<file path="src/common/ooo_pkg.sv">
`default_nettype none

package ooo_pkg;

  localparam int NUM_REGS  = 8;
  localparam int ROB_DEPTH = 8;

  typedef logic [31:0]                  word_t;     // operands, results, immediates
  typedef logic [$clog2(NUM_REGS)-1:0]  reg_addr_t; // architectural register number
  typedef logic [$clog2(ROB_DEPTH)-1:0] rob_tag_t;  // reorder buffer index
  typedef logic [2:0]                   alu_func_t;

  localparam alu_func_t ALU_ADD = 3'd0;
  localparam alu_func_t ALU_SUB = 3'd1;
  localparam alu_func_t ALU_AND = 3'd2;
  localparam alu_func_t ALU_OR  = 3'd3;
  localparam alu_func_t ALU_XOR = 3'd4;
  localparam alu_func_t ALU_SLL = 3'd5; // shift amount from op2[4:0]
  localparam alu_func_t ALU_SRL = 3'd6; // logical shift
  localparam alu_func_t ALU_SLT = 3'd7; // signed compare, 1 or 0

endpackage

`default_nettype wire

</file>
<file path="src/reorder_buffer/reorder_buffer.sv">
`timescale 1ns/100ps
`default_nettype none

module reorder_buffer import ooo_pkg::*; (
  input  wire            clk_100mhz,
  input  wire            sys_rst,
  input  wire            i_alloc,
  input  wire reg_addr_t i_alloc_rd,
  input  wire            i_cdb_valid,
  input  wire rob_tag_t  i_cdb_tag,
  input  wire word_t     i_cdb_value,
  input  wire rob_tag_t  i_rd_tag1,
  input  wire rob_tag_t  i_rd_tag2,
  output rob_tag_t       o_alloc_tag,
  output logic           o_full,
  output logic           o_rd_done1,
  output word_t          o_rd_val1,
  output logic           o_rd_done2,
  output word_t          o_rd_val2,
  output logic           o_commit_valid,
  output reg_addr_t      o_commit_rd,
  output word_t          o_commit_value,
  output rob_tag_t       o_commit_tag
);

  reg_addr_t            entry_rd  [ROB_DEPTH];
  word_t                entry_val [ROB_DEPTH];
  logic [ROB_DEPTH-1:0] entry_done;

  rob_tag_t                       head;
  rob_tag_t                       tail;
  logic [$clog2(ROB_DEPTH+1)-1:0] count;
  logic                           commit_go;

  assign o_alloc_tag = tail; // new tag is always the tail slot
  assign o_full      = (count == ROB_DEPTH);
  assign commit_go   = (count != 0) && entry_done[head]; // done flag of a freed slot is stale

  // operand reads at issue
  assign o_rd_done1 = entry_done[i_rd_tag1];
  assign o_rd_val1  = entry_val[i_rd_tag1];
  assign o_rd_done2 = entry_done[i_rd_tag2];
  assign o_rd_val2  = entry_val[i_rd_tag2];

  always_ff @(posedge clk_100mhz) begin
    if (sys_rst) begin
      head           <= '0;
      tail           <= '0;
      count          <= '0;
      entry_done     <= '0;
      o_commit_valid <= 1'b0;
    end else begin
      o_commit_valid <= commit_go; // one pulse per retired entry
      if (i_cdb_valid) begin
        entry_done[i_cdb_tag] <= 1'b1;
      end
      if (i_alloc) begin
        entry_done[tail] <= 1'b0;
        tail             <= tail + 1'b1;
      end
      if (commit_go) begin
        head <= head + 1'b1;
      end
      case ({i_alloc, commit_go})
        2'b10:   count <= count + 1'b1;
        2'b01:   count <= count - 1'b1;
        default: count <= count;
      endcase
    end
  end

  always_ff @(posedge clk_100mhz) begin
    if (i_alloc) begin
      entry_rd[tail] <= i_alloc_rd;
    end
    if (i_cdb_valid) begin
      entry_val[i_cdb_tag] <= i_cdb_value;
    end
    if (commit_go) begin
      o_commit_rd    <= entry_rd[head];
      o_commit_value <= entry_val[head];
      o_commit_tag   <= head;
    end
  end

endmodule

`default_nettype wire

</file>
<file path="src/source/alu.sv">
`timescale 1ns/100ps
`default_nettype none

module alu import ooo_pkg::*; (
  input  wire            clk_100mhz,
  input  wire            sys_rst,
  input  wire            i_valid,
  input  wire alu_func_t i_func,
  input  wire rob_tag_t  i_tag,
  input  wire word_t     i_op1,
  input  wire word_t     i_op2,
  input  wire            i_grant,
  output logic           o_ready,
  output logic           o_done,
  output rob_tag_t       o_tag,
  output word_t          o_result
);

  word_t alu_out;

  assign o_ready = !o_done || i_grant; // output reg empty or draining

  always_comb begin
    case (i_func)
      ALU_ADD: alu_out = i_op1 + i_op2;
      ALU_SUB: alu_out = i_op1 - i_op2;
      ALU_AND: alu_out = i_op1 & i_op2;
      ALU_OR:  alu_out = i_op1 | i_op2;
      ALU_XOR: alu_out = i_op1 ^ i_op2;
      ALU_SLL: alu_out = i_op1 << i_op2[4:0];
      ALU_SRL: alu_out = i_op1 >> i_op2[4:0];
      ALU_SLT: alu_out = ($signed(i_op1) < $signed(i_op2)) ? 32'd1 : 32'd0;
      default: alu_out = '0;
    endcase
  end

  always_ff @(posedge clk_100mhz) begin
    if (sys_rst) begin
      o_done <= 1'b0;
    end else if (i_valid && o_ready) begin
      o_done <= 1'b1;
    end else if (i_grant) begin
      o_done <= 1'b0;
    end
  end

  always_ff @(posedge clk_100mhz) begin
    if (i_valid && o_ready) begin
      o_tag    <= i_tag;
      o_result <= alu_out;
    end
  end

endmodule

`default_nettype wire

</file>
<file path="src/source/cdb_arbiter.sv">
`timescale 1ns/100ps
`default_nettype none

module cdb_arbiter import ooo_pkg::*; (
  input  wire           clk_100mhz,
  input  wire           sys_rst,
  input  wire           i_alu_done,
  input  wire rob_tag_t i_alu_tag,
  input  wire word_t    i_alu_result,
  input  wire           i_mul_done,
  input  wire rob_tag_t i_mul_tag,
  input  wire word_t    i_mul_result,
  output logic          o_alu_grant,
  output logic          o_mul_grant,
  output logic          o_cdb_valid,
  output rob_tag_t      o_cdb_tag,
  output word_t         o_cdb_value
);

  // fixed priority, alu first
  assign o_alu_grant = i_alu_done;
  assign o_mul_grant = i_mul_done && !i_alu_done;

  always_ff @(posedge clk_100mhz) begin
    if (sys_rst) begin
      o_cdb_valid <= 1'b0;
    end else begin
      o_cdb_valid <= i_alu_done || i_mul_done; // strobe for one cycle
    end
  end

  always_ff @(posedge clk_100mhz) begin
    if (o_alu_grant) begin
      o_cdb_tag   <= i_alu_tag;
      o_cdb_value <= i_alu_result;
    end else if (o_mul_grant) begin
      o_cdb_tag   <= i_mul_tag;
      o_cdb_value <= i_mul_result;
    end
  end

endmodule

`default_nettype wire

</file>
<file path="src/source/exec_core_top.sv">
`timescale 1ns/100ps
`default_nettype none

module exec_core_top import ooo_pkg::*; #(
  parameter int MUL_STAGES = 3
) (
  input  wire            clk_100mhz,
  input  wire            sys_rst,
  input  wire            i_issue_valid,
  input  wire            i_issue_is_mul,
  input  wire alu_func_t i_issue_func,
  input  wire reg_addr_t i_issue_rs1,
  input  wire reg_addr_t i_issue_rs2,
  input  wire            i_issue_use_imm,
  input  wire word_t     i_issue_imm,
  input  wire reg_addr_t i_issue_rd,
  output logic           o_issue_ready,
  output logic           o_commit_valid,
  output reg_addr_t      o_commit_rd,
  output word_t          o_commit_value,
  output rob_tag_t       o_commit_tag
);

  logic      issue_fire;
  logic      rob_full;
  rob_tag_t  alloc_tag;
  rob_tag_t  rob_rd_tag1, rob_rd_tag2;
  logic      rob_rd_done1, rob_rd_done2;
  word_t     rob_rd_val1, rob_rd_val2;
  word_t     op1_val, op2_val;
  logic      op1_ready, op2_ready;
  rob_tag_t  op1_tag, op2_tag;
  logic      cdb_valid;
  rob_tag_t  cdb_tag;
  word_t     cdb_value;

  logic      alu_rs_free, alu_dispatch, alu_ready, alu_done, alu_grant;
  alu_func_t alu_func;
  rob_tag_t  alu_in_tag, alu_out_tag;
  word_t     alu_op1, alu_op2, alu_result;
  logic      mul_rs_free, mul_dispatch, mul_ready, mul_done, mul_grant;
  rob_tag_t  mul_in_tag, mul_out_tag;
  word_t     mul_op1, mul_op2, mul_result;

  // ready needs a rob slot and a free station for the selected unit
  assign o_issue_ready = !rob_full && (i_issue_is_mul ? mul_rs_free : alu_rs_free);
  assign issue_fire    = i_issue_valid && o_issue_ready;

  reorder_buffer u_reorder_buffer (
    .clk_100mhz(clk_100mhz), .sys_rst(sys_rst),
    .i_alloc(issue_fire), .i_alloc_rd(i_issue_rd),
    .i_cdb_valid(cdb_valid), .i_cdb_tag(cdb_tag), .i_cdb_value(cdb_value),
    .i_rd_tag1(rob_rd_tag1), .i_rd_tag2(rob_rd_tag2),
    .o_alloc_tag(alloc_tag), .o_full(rob_full),
    .o_rd_done1(rob_rd_done1), .o_rd_val1(rob_rd_val1),
    .o_rd_done2(rob_rd_done2), .o_rd_val2(rob_rd_val2),
    .o_commit_valid(o_commit_valid), .o_commit_rd(o_commit_rd),
    .o_commit_value(o_commit_value), .o_commit_tag(o_commit_tag)
  );

  rename_regfile u_rename_regfile (
    .clk_100mhz(clk_100mhz), .sys_rst(sys_rst),
    .i_rs1(i_issue_rs1), .i_rs2(i_issue_rs2),
    .i_use_imm(i_issue_use_imm), .i_imm(i_issue_imm),
    .i_issue(issue_fire), .i_rd(i_issue_rd), .i_issue_tag(alloc_tag),
    .i_rob_rd_done1(rob_rd_done1), .i_rob_rd_val1(rob_rd_val1),
    .i_rob_rd_done2(rob_rd_done2), .i_rob_rd_val2(rob_rd_val2),
    .i_cdb_valid(cdb_valid), .i_cdb_tag(cdb_tag), .i_cdb_value(cdb_value),
    .i_commit_valid(o_commit_valid), .i_commit_rd(o_commit_rd),
    .i_commit_value(o_commit_value), .i_commit_tag(o_commit_tag),
    .o_rob_rd_tag1(rob_rd_tag1), .o_rob_rd_tag2(rob_rd_tag2),
    .o_op1_val(op1_val), .o_op1_ready(op1_ready), .o_op1_tag(op1_tag),
    .o_op2_val(op2_val), .o_op2_ready(op2_ready), .o_op2_tag(op2_tag)
  );

  reservation_station u_rs_alu (
    .clk_100mhz(clk_100mhz), .sys_rst(sys_rst),
    .i_load(issue_fire && !i_issue_is_mul), .i_func(i_issue_func), .i_tag(alloc_tag),
    .i_op1_val(op1_val), .i_op1_ready(op1_ready), .i_op1_tag(op1_tag),
    .i_op2_val(op2_val), .i_op2_ready(op2_ready), .i_op2_tag(op2_tag),
    .i_fu_ready(alu_ready),
    .i_cdb_valid(cdb_valid), .i_cdb_tag(cdb_tag), .i_cdb_value(cdb_value),
    .o_free(alu_rs_free), .o_dispatch(alu_dispatch), .o_func(alu_func),
    .o_tag(alu_in_tag), .o_op1(alu_op1), .o_op2(alu_op2)
  );

  reservation_station u_rs_mul (
    .clk_100mhz(clk_100mhz), .sys_rst(sys_rst),
    .i_load(issue_fire && i_issue_is_mul), .i_func(i_issue_func), .i_tag(alloc_tag),
    .i_op1_val(op1_val), .i_op1_ready(op1_ready), .i_op1_tag(op1_tag),
    .i_op2_val(op2_val), .i_op2_ready(op2_ready), .i_op2_tag(op2_tag),
    .i_fu_ready(mul_ready),
    .i_cdb_valid(cdb_valid), .i_cdb_tag(cdb_tag), .i_cdb_value(cdb_value),
    .o_free(mul_rs_free), .o_dispatch(mul_dispatch), .o_func(), // multiply has no function
    .o_tag(mul_in_tag), .o_op1(mul_op1), .o_op2(mul_op2)
  );

  alu u_alu (
    .clk_100mhz(clk_100mhz), .sys_rst(sys_rst),
    .i_valid(alu_dispatch), .i_func(alu_func), .i_tag(alu_in_tag),
    .i_op1(alu_op1), .i_op2(alu_op2), .i_grant(alu_grant),
    .o_ready(alu_ready), .o_done(alu_done), .o_tag(alu_out_tag), .o_result(alu_result)
  );

  multiplier #(
    .MUL_STAGES(MUL_STAGES)
  ) u_multiplier (
    .clk_100mhz(clk_100mhz), .sys_rst(sys_rst),
    .i_valid(mul_dispatch), .i_tag(mul_in_tag),
    .i_op1(mul_op1), .i_op2(mul_op2), .i_grant(mul_grant),
    .o_ready(mul_ready), .o_done(mul_done), .o_tag(mul_out_tag), .o_result(mul_result)
  );

  cdb_arbiter u_cdb_arbiter (
    .clk_100mhz(clk_100mhz), .sys_rst(sys_rst),
    .i_alu_done(alu_done), .i_alu_tag(alu_out_tag), .i_alu_result(alu_result),
    .i_mul_done(mul_done), .i_mul_tag(mul_out_tag), .i_mul_result(mul_result),
    .o_alu_grant(alu_grant), .o_mul_grant(mul_grant),
    .o_cdb_valid(cdb_valid), .o_cdb_tag(cdb_tag), .o_cdb_value(cdb_value)
  );

endmodule

`default_nettype wire

</file>
<file path="src/source/multiplier.sv">
`timescale 1ns/100ps
`default_nettype none

module multiplier import ooo_pkg::*; #(
  parameter int MUL_STAGES = 3
) (
  input  wire           clk_100mhz,
  input  wire           sys_rst,
  input  wire           i_valid,
  input  wire rob_tag_t i_tag,
  input  wire word_t    i_op1,
  input  wire word_t    i_op2,
  input  wire           i_grant,
  output logic          o_ready,
  output logic          o_done,
  output rob_tag_t      o_tag,
  output word_t         o_result
);

  logic [MUL_STAGES-1:0] stg_valid;
  rob_tag_t              stg_tag  [MUL_STAGES];
  word_t                 stg_prod [MUL_STAGES];
  logic                  advance;

  // whole pipe stalls while the last stage waits for the bus
  assign advance  = !stg_valid[MUL_STAGES-1] || i_grant;
  assign o_ready  = advance;
  assign o_done   = stg_valid[MUL_STAGES-1];
  assign o_tag    = stg_tag[MUL_STAGES-1];
  assign o_result = stg_prod[MUL_STAGES-1];

  always_ff @(posedge clk_100mhz) begin
    if (sys_rst) begin
      stg_valid <= '0;
    end else if (advance) begin
      stg_valid[0] <= i_valid;
      for (int s = 1; s < MUL_STAGES; s++) begin
        stg_valid[s] <= stg_valid[s-1];
      end
    end
  end

  always_ff @(posedge clk_100mhz) begin
    if (advance) begin
      stg_tag[0]  <= i_tag;
      stg_prod[0] <= i_op1 * i_op2; // low 32 bits kept
      for (int s = 1; s < MUL_STAGES; s++) begin
        stg_tag[s]  <= stg_tag[s-1];
        stg_prod[s] <= stg_prod[s-1];
      end
    end
  end

endmodule

`default_nettype wire

</file>
<file path="src/source/rename_regfile.sv">
`timescale 1ns/100ps
`default_nettype none

module rename_regfile import ooo_pkg::*; (
  input  wire            clk_100mhz,
  input  wire            sys_rst,
  input  wire reg_addr_t i_rs1,
  input  wire reg_addr_t i_rs2,
  input  wire            i_use_imm,
  input  wire word_t     i_imm,
  input  wire            i_issue,
  input  wire reg_addr_t i_rd,
  input  wire rob_tag_t  i_issue_tag,
  input  wire            i_rob_rd_done1,
  input  wire word_t     i_rob_rd_val1,
  input  wire            i_rob_rd_done2,
  input  wire word_t     i_rob_rd_val2,
  input  wire            i_cdb_valid,
  input  wire rob_tag_t  i_cdb_tag,
  input  wire word_t     i_cdb_value,
  input  wire            i_commit_valid,
  input  wire reg_addr_t i_commit_rd,
  input  wire word_t     i_commit_value,
  input  wire rob_tag_t  i_commit_tag,
  output rob_tag_t       o_rob_rd_tag1,
  output rob_tag_t       o_rob_rd_tag2,
  output word_t          o_op1_val,
  output logic           o_op1_ready,
  output rob_tag_t       o_op1_tag,
  output word_t          o_op2_val,
  output logic           o_op2_ready,
  output rob_tag_t       o_op2_tag
);

  word_t               regs [NUM_REGS];
  rob_tag_t            tags [NUM_REGS];
  logic [NUM_REGS-1:0] busy;

  assign o_rob_rd_tag1 = tags[i_rs1];
  assign o_rob_rd_tag2 = tags[i_rs2];
  assign o_op1_tag     = tags[i_rs1];
  assign o_op2_tag     = tags[i_rs2];

  // regfile, then done rob entry, then live bus, else wait on tag
  always_comb begin
    o_op1_val   = regs[i_rs1];
    o_op1_ready = 1'b1;
    if (busy[i_rs1]) begin
      if (i_rob_rd_done1) begin
        o_op1_val = i_rob_rd_val1;
      end else if (i_cdb_valid && (i_cdb_tag == tags[i_rs1])) begin
        o_op1_val = i_cdb_value;
      end else begin
        o_op1_ready = 1'b0;
      end
    end
    o_op2_val   = regs[i_rs2];
    o_op2_ready = 1'b1;
    if (i_use_imm) begin
      o_op2_val = i_imm; // immediate replaces rs2
    end else if (busy[i_rs2]) begin
      if (i_rob_rd_done2) begin
        o_op2_val = i_rob_rd_val2;
      end else if (i_cdb_valid && (i_cdb_tag == tags[i_rs2])) begin
        o_op2_val = i_cdb_value;
      end else begin
        o_op2_ready = 1'b0;
      end
    end
  end

  always_ff @(posedge clk_100mhz) begin
    if (sys_rst) begin
      busy <= '0;
      for (int r = 0; r < NUM_REGS; r++) begin
        regs[r] <= '0;
      end
    end else begin
      if (i_commit_valid) begin
        regs[i_commit_rd] <= i_commit_value;
        if (tags[i_commit_rd] == i_commit_tag) begin
          busy[i_commit_rd] <= 1'b0; // only if not renamed since
        end
      end
      if (i_issue) begin
        busy[i_rd] <= 1'b1; // a rename wins over a same-cycle commit
      end
    end
  end

  always_ff @(posedge clk_100mhz) begin
    if (i_issue) begin
      tags[i_rd] <= i_issue_tag;
    end
  end

endmodule

`default_nettype wire

</file>
<file path="src/source/reservation_station.sv">
`timescale 1ns/100ps
`default_nettype none

module reservation_station import ooo_pkg::*; (
  input  wire            clk_100mhz,
  input  wire            sys_rst,
  input  wire            i_load,
  input  wire alu_func_t i_func,
  input  wire rob_tag_t  i_tag,
  input  wire word_t     i_op1_val,
  input  wire            i_op1_ready,
  input  wire rob_tag_t  i_op1_tag,
  input  wire word_t     i_op2_val,
  input  wire            i_op2_ready,
  input  wire rob_tag_t  i_op2_tag,
  input  wire            i_fu_ready,
  input  wire            i_cdb_valid,
  input  wire rob_tag_t  i_cdb_tag,
  input  wire word_t     i_cdb_value,
  output logic           o_free,
  output logic           o_dispatch,
  output alu_func_t      o_func,
  output rob_tag_t       o_tag,
  output word_t          o_op1,
  output word_t          o_op2
);

  logic     busy;
  logic     op1_rdy;
  logic     op2_rdy;
  rob_tag_t op1_tag;
  rob_tag_t op2_tag;
  logic     op1_hit;
  logic     op2_hit;

  // waiting operand whose producer is on the bus now
  assign op1_hit = busy && !op1_rdy && i_cdb_valid && (i_cdb_tag == op1_tag);
  assign op2_hit = busy && !op2_rdy && i_cdb_valid && (i_cdb_tag == op2_tag);

  assign o_free     = !busy;
  assign o_dispatch = busy && op1_rdy && op2_rdy && i_fu_ready;

  always_ff @(posedge clk_100mhz) begin
    if (sys_rst) begin
      busy    <= 1'b0;
      op1_rdy <= 1'b0;
      op2_rdy <= 1'b0;
    end else if (i_load) begin
      busy    <= 1'b1;
      op1_rdy <= i_op1_ready;
      op2_rdy <= i_op2_ready;
    end else begin
      if (o_dispatch) begin
        busy <= 1'b0; // entry leaves for the unit
      end
      if (op1_hit) begin
        op1_rdy <= 1'b1;
      end
      if (op2_hit) begin
        op2_rdy <= 1'b1;
      end
    end
  end

  always_ff @(posedge clk_100mhz) begin
    if (i_load) begin
      o_func  <= i_func;
      o_tag   <= i_tag;
      o_op1   <= i_op1_val;
      o_op2   <= i_op2_val;
      op1_tag <= i_op1_tag;
      op2_tag <= i_op2_tag;
    end else begin
      if (op1_hit) begin
        o_op1 <= i_cdb_value;
      end
      if (op2_hit) begin
        o_op2 <= i_cdb_value;
      end
    end
  end

endmodule

`default_nettype wire
</file>
<file path="config.mk">
export PLATFORM = sky130hd
export DESIGN_NAME = exec_core_top
export DESIGN_NICKNAME = d
export VERILOG_FILES = /design/src/common/ooo_pkg.sv /design/src/reorder_buffer/reorder_buffer.sv /design/src/source/alu.sv /design/src/source/cdb_arbiter.sv /design/src/source/exec_core_top.sv /design/src/source/multiplier.sv /design/src/source/rename_regfile.sv /design/src/source/reservation_station.sv
export SDC_FILE = /design/constraint.sdc
export NUM_CORES = 2
export LEC_CHECK = 0
export ABC_CLOCK_PERIOD_IN_PS = 7450
export CAP_MARGIN = 0
export CORE_ASPECT_RATIO = 0.8
export CORE_MARGIN = 2
export CORE_UTILIZATION = 50
export CTS_BUF_LIST = sky130_fd_sc_hd__clkbuf_8
export DETAILED_ROUTE_END_ITERATION = 12
export DONT_BUFFER_PORTS = 1
export HOLD_SLACK_MARGIN = 0.02
export PLACE_DENSITY = 0.67
export SYNTH_ARGS = -nofsm -noshare
export SYNTH_HDL_FRONTEND = slang
export SYNTH_SLANG_ARGS = --single-unit
</file>
<file path="constraint.sdc">
create_clock -name clk_100mhz -period 7.45 [get_ports clk_100mhz]
set_input_delay 0 -clock clk_100mhz [delete_from_list [all_inputs] [get_ports clk_100mhz]]
set_output_delay 0 -clock clk_100mhz [all_outputs]
set_load 0.005 [all_outputs]
</file>
### After elaboration in Yosys (flattened, before gate mapping)

Memories as Yosys holds them, arrays and structs flattened. A register that Yosys moved wholly into a read port is not among the register bits.
Cells that the tools add are included.

* bits in writable memories: 665
* bits in registers: 260
* memories: 6
* logic and storage cells: 220

* eq/ne operators: 17
* $lt $le $gt $ge: 14
* reduce and logical (&&, ||, !) cells: 52
* muxes and demuxes: 82
* bitwise operators: 9
* multipliers: 1
* add/sub/neg operators: 6
* shift-type cells: 2

Memory list
* u_rename_regfile.regs: depth 8, width 32, read ports 2, clocked after Yosys merged registers in 0, wr ports 8, RTL line rename_regfile.sv:35 `word_t regs [NUM_REGS];`
* u_reorder_buffer.entry_val: depth 8, width 32, read ports 3, clocked after Yosys merged registers in 1, wr ports 1, RTL line reorder_buffer.sv:27 `word_t entry_val [ROB_DEPTH];`
* u_multiplier.stg_prod: depth 3, width 32, read ports 3, clocked after Yosys merged registers in 0, wr ports 3, RTL line multiplier.sv:22 `word_t stg_prod [MUL_STAGES];`
* u_rename_regfile.tags: depth 8, width 3, read ports 3, clocked after Yosys merged registers in 0, wr ports 1, RTL line rename_regfile.sv:36 `rob_tag_t tags [NUM_REGS];`
* u_reorder_buffer.entry_rd: depth 8, width 3, read ports 1, clocked after Yosys merged registers in 1, wr ports 1, RTL line reorder_buffer.sv:26 `reg_addr_t entry_rd [ROB_DEPTH];`
* u_multiplier.stg_tag: depth 3, width 3, read ports 3, clocked after Yosys merged registers in 0, wr ports 3, RTL line multiplier.sv:21 `rob_tag_t stg_tag [MUL_STAGES];`

Operator list (number)
* two-way mux 32 bit: 18
* case mux 32 bit (8 select lines): 1
* two-way mux 8 bit: 7
* two-way mux 1 bit: 43
* less-than comparator 3 x 4 -> 1 bit, second input constant: 9
* adder 32 bit: 1
* AND 32 bit: 1
* less-than comparator 32 bit: 1
* multiplier 32 x 32 -> 32 bit: 1
* OR 32 bit: 1
* OR reduction 32 bit: 1
* << shifter 32 x 5 -> 32 bit: 1
* right shift 32 x 5 -> 32 bit: 1
* subtractor 32 bit: 1
* bitwise XOR 32 bit: 1
* logical AND 1 bit: 29
* equality test 3 bit: 7
* AND 8 bit: 2
* NOT 8 bit: 2
* OR 8 bit: 2
* nonzero test 2 bit: 8
* binary-select mux 1 bit (select 3 bit): 5
* demux 1 bit (select 3 bit): 4
* equality test 3 bit, second input constant: 4
* 15 further kinds: 32

### Longest topological paths before layout

* depth in word-level cells: 11
* gate-level depth with buffers: 27

### Cells and area by module

A second synthesis with hierarchy kept.

* cell total of the unflattened synthesis: 5868
* area total of the unflattened synthesis: 71099.4 um^2

Modules (own cells, without submodules)
* multiplier: times used 1, sequential area each 3213.1 um^2, area each 19394.9 um^2, cells an instance 1883
* rename_regfile: times used 1, sequential area each 8568.2 um^2, area each 17196.5 um^2, cells an instance 1252
* reorder_buffer: times used 1, sequential area each 9929.5 um^2, area each 16629.7 um^2, cells an instance 804
* alu: times used 1, sequential area each 1071.0 um^2, area each 9763.1 um^2, cells an instance 1301
* reservation_station: times used 2, sequential area each 2342.2 um^2, area each 3235.6 um^2, cells an instance 271
* cdb_arbiter: times used 1, sequential area each 1071.0 um^2, area each 1597.8 um^2, cells an instance 79
* exec_core_top: times used 1, sequential area each 0.0 um^2, area each 46.3 um^2, cells an instance 7

### Worst setup path after synthesis

No wires, ideal clock.

* path kind: flip-flop to flip-flop
* start: register u_rs_mul.o_op2[2]
* end: memory u_multiplier.stg_prod[0][25] in the netlist's numbering, data pin
* setup slack: 603 ps
* clock period less this slack: 6847 ps
* data required time: 7192 ps
* arrival: 6590 ps
* stages on the path, launching flop included: 25
* path buffers: 2
* cells stage by stage: edfxtp_1 -> clkbuf_1 -> clkbuf_1 -> and2_1 -> fa_1 -> inv_1 -> fa_1 -> fa_1 -> fa_1 -> inv_1 -> fa_1 -> inv_1 -> fa_1 -> inv_1 -> fa_1 -> fa_1 -> ha_1 -> a21oi_1 -> o211ai_1 -> and3_1 -> o31ai_1 -> a21oi_1 -> a21o_1 -> a21oi_1 -> xnor2_1

RTL lines
* start, declared: RTL line reservation_station.sv:25 `output word_t o_op2`
* start signal, assigned: RTL line reservation_station.sv:70 `o_op2 <= i_op2_val;`
* start signal, assigned: RTL line reservation_station.sv:78 `o_op2 <= i_cdb_value;`
* end, declared: RTL line multiplier.sv:22

==> out/qor.yml <==
dp_hpwl_um: 162000
ir_drop_mv: 0.996
power.density_mw_per_mm2: 357
ctsRootBufferMaster: "clkbuf_8"
reg_top3: "u_rename_regfile.regs: 256 flops, u_reorder_buffer.entry_val: 256 flops, u_multiplier.stg_prod: 96 flops"
wl_met1_um: 94700
drcViolationCount: 0
cp.depth: 23
cts_buffers: 156
io_buffer_count: 0
vias_per_cell: 6.44
setup_viol_count_final: 0
start_util_pct: 50.2
grt_pass1_vias: 50478
clock.fmax_mhz: 139
cts_tree: "done"
finalInstanceArea_mm2: 0.0752
drive_gt1_share_pct: 13.5
clock_path_buffers: 3
dr_wl_met3_um: 32400
startpoint_type: "register"
cpLargestDelayFamily: "adder cells"
ys_warn_count: 0
highest_layer: "met5"
syn-num-nets: 6768
cp_common_cell: "fa_1"
place_congestion: 1.03
min_path_cells: 4
first_pass_iters: 6
p_leak_uw: 0.0291
dieArea_mm2: 0.142
maxCapViolCount: 0
syn_avg_cell_area_um2: 11.4
path_class: "register to register"
wl_per_cell_um: 29.5
slowest_stage: "fa_1"
fp.dieW_um: 420
antenna_found_initial: 21
hold_violations: 0
synthDistinctLibCells: 80
path_buf_inv: 4
period_minus_slack_ps: 7180
syn-cell-area_mm2: 0.0693
synthFlopType: "edfxtp_1"
synth_edf_count: 922
track_usage_pct: 33.8
worst_pin_slew_ps: 1350
grt_pass1_wl_um: 347000
die_h_um: 337
crit_arrival_ps: 7800
end_kind: "register"
grt_max_degree: 97
gr-total-overflow: 0
power_uw: 26900
cts.sinks: 960
rsz0062_at_grt: "false"
cp_max_fo: 10
nets: 6750
hp-class: "primary input to register"
postRouteAntennaNets: 0
holdWs_ps: 100
vias: 51853
cp_slowest_stage_delay_ps: 550
clk_latency_ps: 920
slew_headroom_pct: 8.84
placement_rows: 122
final_util_pct: 54.5
seq_area_frac_synth_pct: 41.1
fp.coreArea_mm2: 0.138
finClkSkew_ps: 61.2
finalMaxSlewViolations: 0
boundaryPins: 89
path_cells: "and2_1 > fa_1 > inv_1 > fa_1 > fa_1 > fa_1 > inv_1 > fa_1 > inv_1 > fa_1 > inv_1 > fa_1 > fa_1 > ha_1 > nand3_1 > or2_2 > o21a_1 > o31ai_2 > a41oi_1 > nand3_1 > nand2_1 > o21ai_0 > xnor2_1"
htreeDepth: 4
tns_ps: 0
period_share_pct: 96.3
routed_wl_um: 237000
drtIter0Drc: 7798
final_common_cell: "edfxtp_1"
clk_pin_slew_ps: 80
final_cell_mix: "922 x edfxtp_1, 700 x nand2_1, 627 x and2_1"
worstPathRequired_ps: 8070
ys_ff_latch: 960
dr_wl_met2_um: 99100
placed_area_mm2: 0.0713
ff2ff_path_depth: 23
outcome: "complete, no violations"
netlist_instances: 6083
syn_to_final_growth_pct: 8.56
async_flop_share_pct: 0
==> Yosys cell counts, drive strengths merged (9+ instances only) <==
library cell	instances	area share, %
and3	86	0.78
xor2	42	0.53
a21boi	13	0.14
o31ai	9	0.098
dfxtp	38	1.1
a211o	23	0.29
mux4	286	9.3
a22oi	10	0.11
mux2	110	1.8
nor2	277	1.5
xnor2	81	1.0
a221oi	21	0.27
buf	127	0.89
nor2b	41	0.37
a211oi	86	0.94
fa	411	12
and2	627	5.7
inv	499	2.7
a31oi	56	0.51
mux2i	169	2.5
nand2b	25	0.23
or3	12	0.11
a311oi	47	0.59
o31a	16	0.20
o21ai	259	1.9
o221ai	11	0.14
nand3	38	0.27
o21bai	16	0.17
nor3	41	0.30
a221o	27	0.39
nand2	702	3.8
ha	225	4.1
o211ai	13	0.14
edfxtp	922	40
a21oi	230	1.7
clkbuf	280	1.5
a21o	27	0.29
o22ai	79	0.71
o21a	12	0.13
==> final cells by class <==
cell class,count,area (um2)
Clock inverter,114,689
Fill cell,11744,62800
Multi-Input combinational cell,4216,37500
Timing Repair Buffer,231,2010
Antenna cell,8,20.0
Tap cell,1860,2330
Sequential cell,960,28500
Clock buffer,166,2280
Inverter,500,1880
==> per-stage QoR <==
stage	setup WS (ps)	instances
finish	274	8055
global route	12.5	8050
CTS	147	8035
detailed placement	197	7679
global placement	293	7679
floorplan	603	6083
==> path summary, 6_finish.rpt <==
| check | start | to | slack (ps) |
|---|---|---|---|
| max | u_rs_mul.o_op2[4] | u_multiplier.stg_prod[0][30] | 270 |
| max reg2reg | u_rs_mul.o_op2[4] | u_multiplier.stg_prod[0][30] | 270 |
| min reg2reg | u_multiplier.stg_prod[0][34] | u_multiplier.stg_prod[0][66] | 410 |
| min | i_issue_rs1[2] | u_rs_mul.o_op1[4] | 100 |
==> worst reg2reg max path, stage by stage, from the launching register on <==
cell      delay (ps)
edfxtp_1         540
and2_1           240
fa_1             510
inv_1             60
fa_1             490
fa_1             470
fa_1             550
inv_1             50
fa_1             510
inv_1             60
fa_1             520
inv_1             50
fa_1             500
fa_1             420
ha_1             370
nand3_1          110
or2_2            330
o21a_1           210
o31ai_2           80
a41oi_1          200
nand3_1          200
nand2_1          130
o21ai_0          250
xnor2_1           90
==> power by group <==
group / switching, uW / internal, uW
Sequential: 261 / 7060
Combinational: 8410 / 6550
Clock: 2310 / 2280
==> cells by family (layout without fill, tap and decap cells) <==
kind of cell / after synthesis / after routing / synth area share, %
AO/OA/AOI/OAI: 1002 / 1002 / 9.27
XOR/XNOR: 123 / 123 / 1.55
adder cells (fa/ha/maj): 637 / 637 / 16.0
buffers and inverters: 907 / 1011 / 5.11
flip-flops: 960 / 960 / 41.1
multiplexers: 565 / 565 / 13.6
other: 0 / 8 / 0
AND/OR/NAND/NOR: 1889 / 1889 / 13.4
==> per-layer routing <==
layer	GRT usage, %	vias to the layer above
li1	-	21606
met1	49.1	26037
met3	8.91	562
met2	47.7	3636
met4	14.4	12
met5	0	-
==> what timing repair did <==
| item | in CTS | in global routing |
|---|---|---|
| endpoints found under the hold margin | 701 | 0 |
| setup buffers | 0 | 12 |
| gates resized for setup | 0 | 5 |
| endpoints found under the setup margin | 0 | 6 |
| hold buffers | 76 | 0 |
No activity file was read; power rests on OpenSTA's default activity.
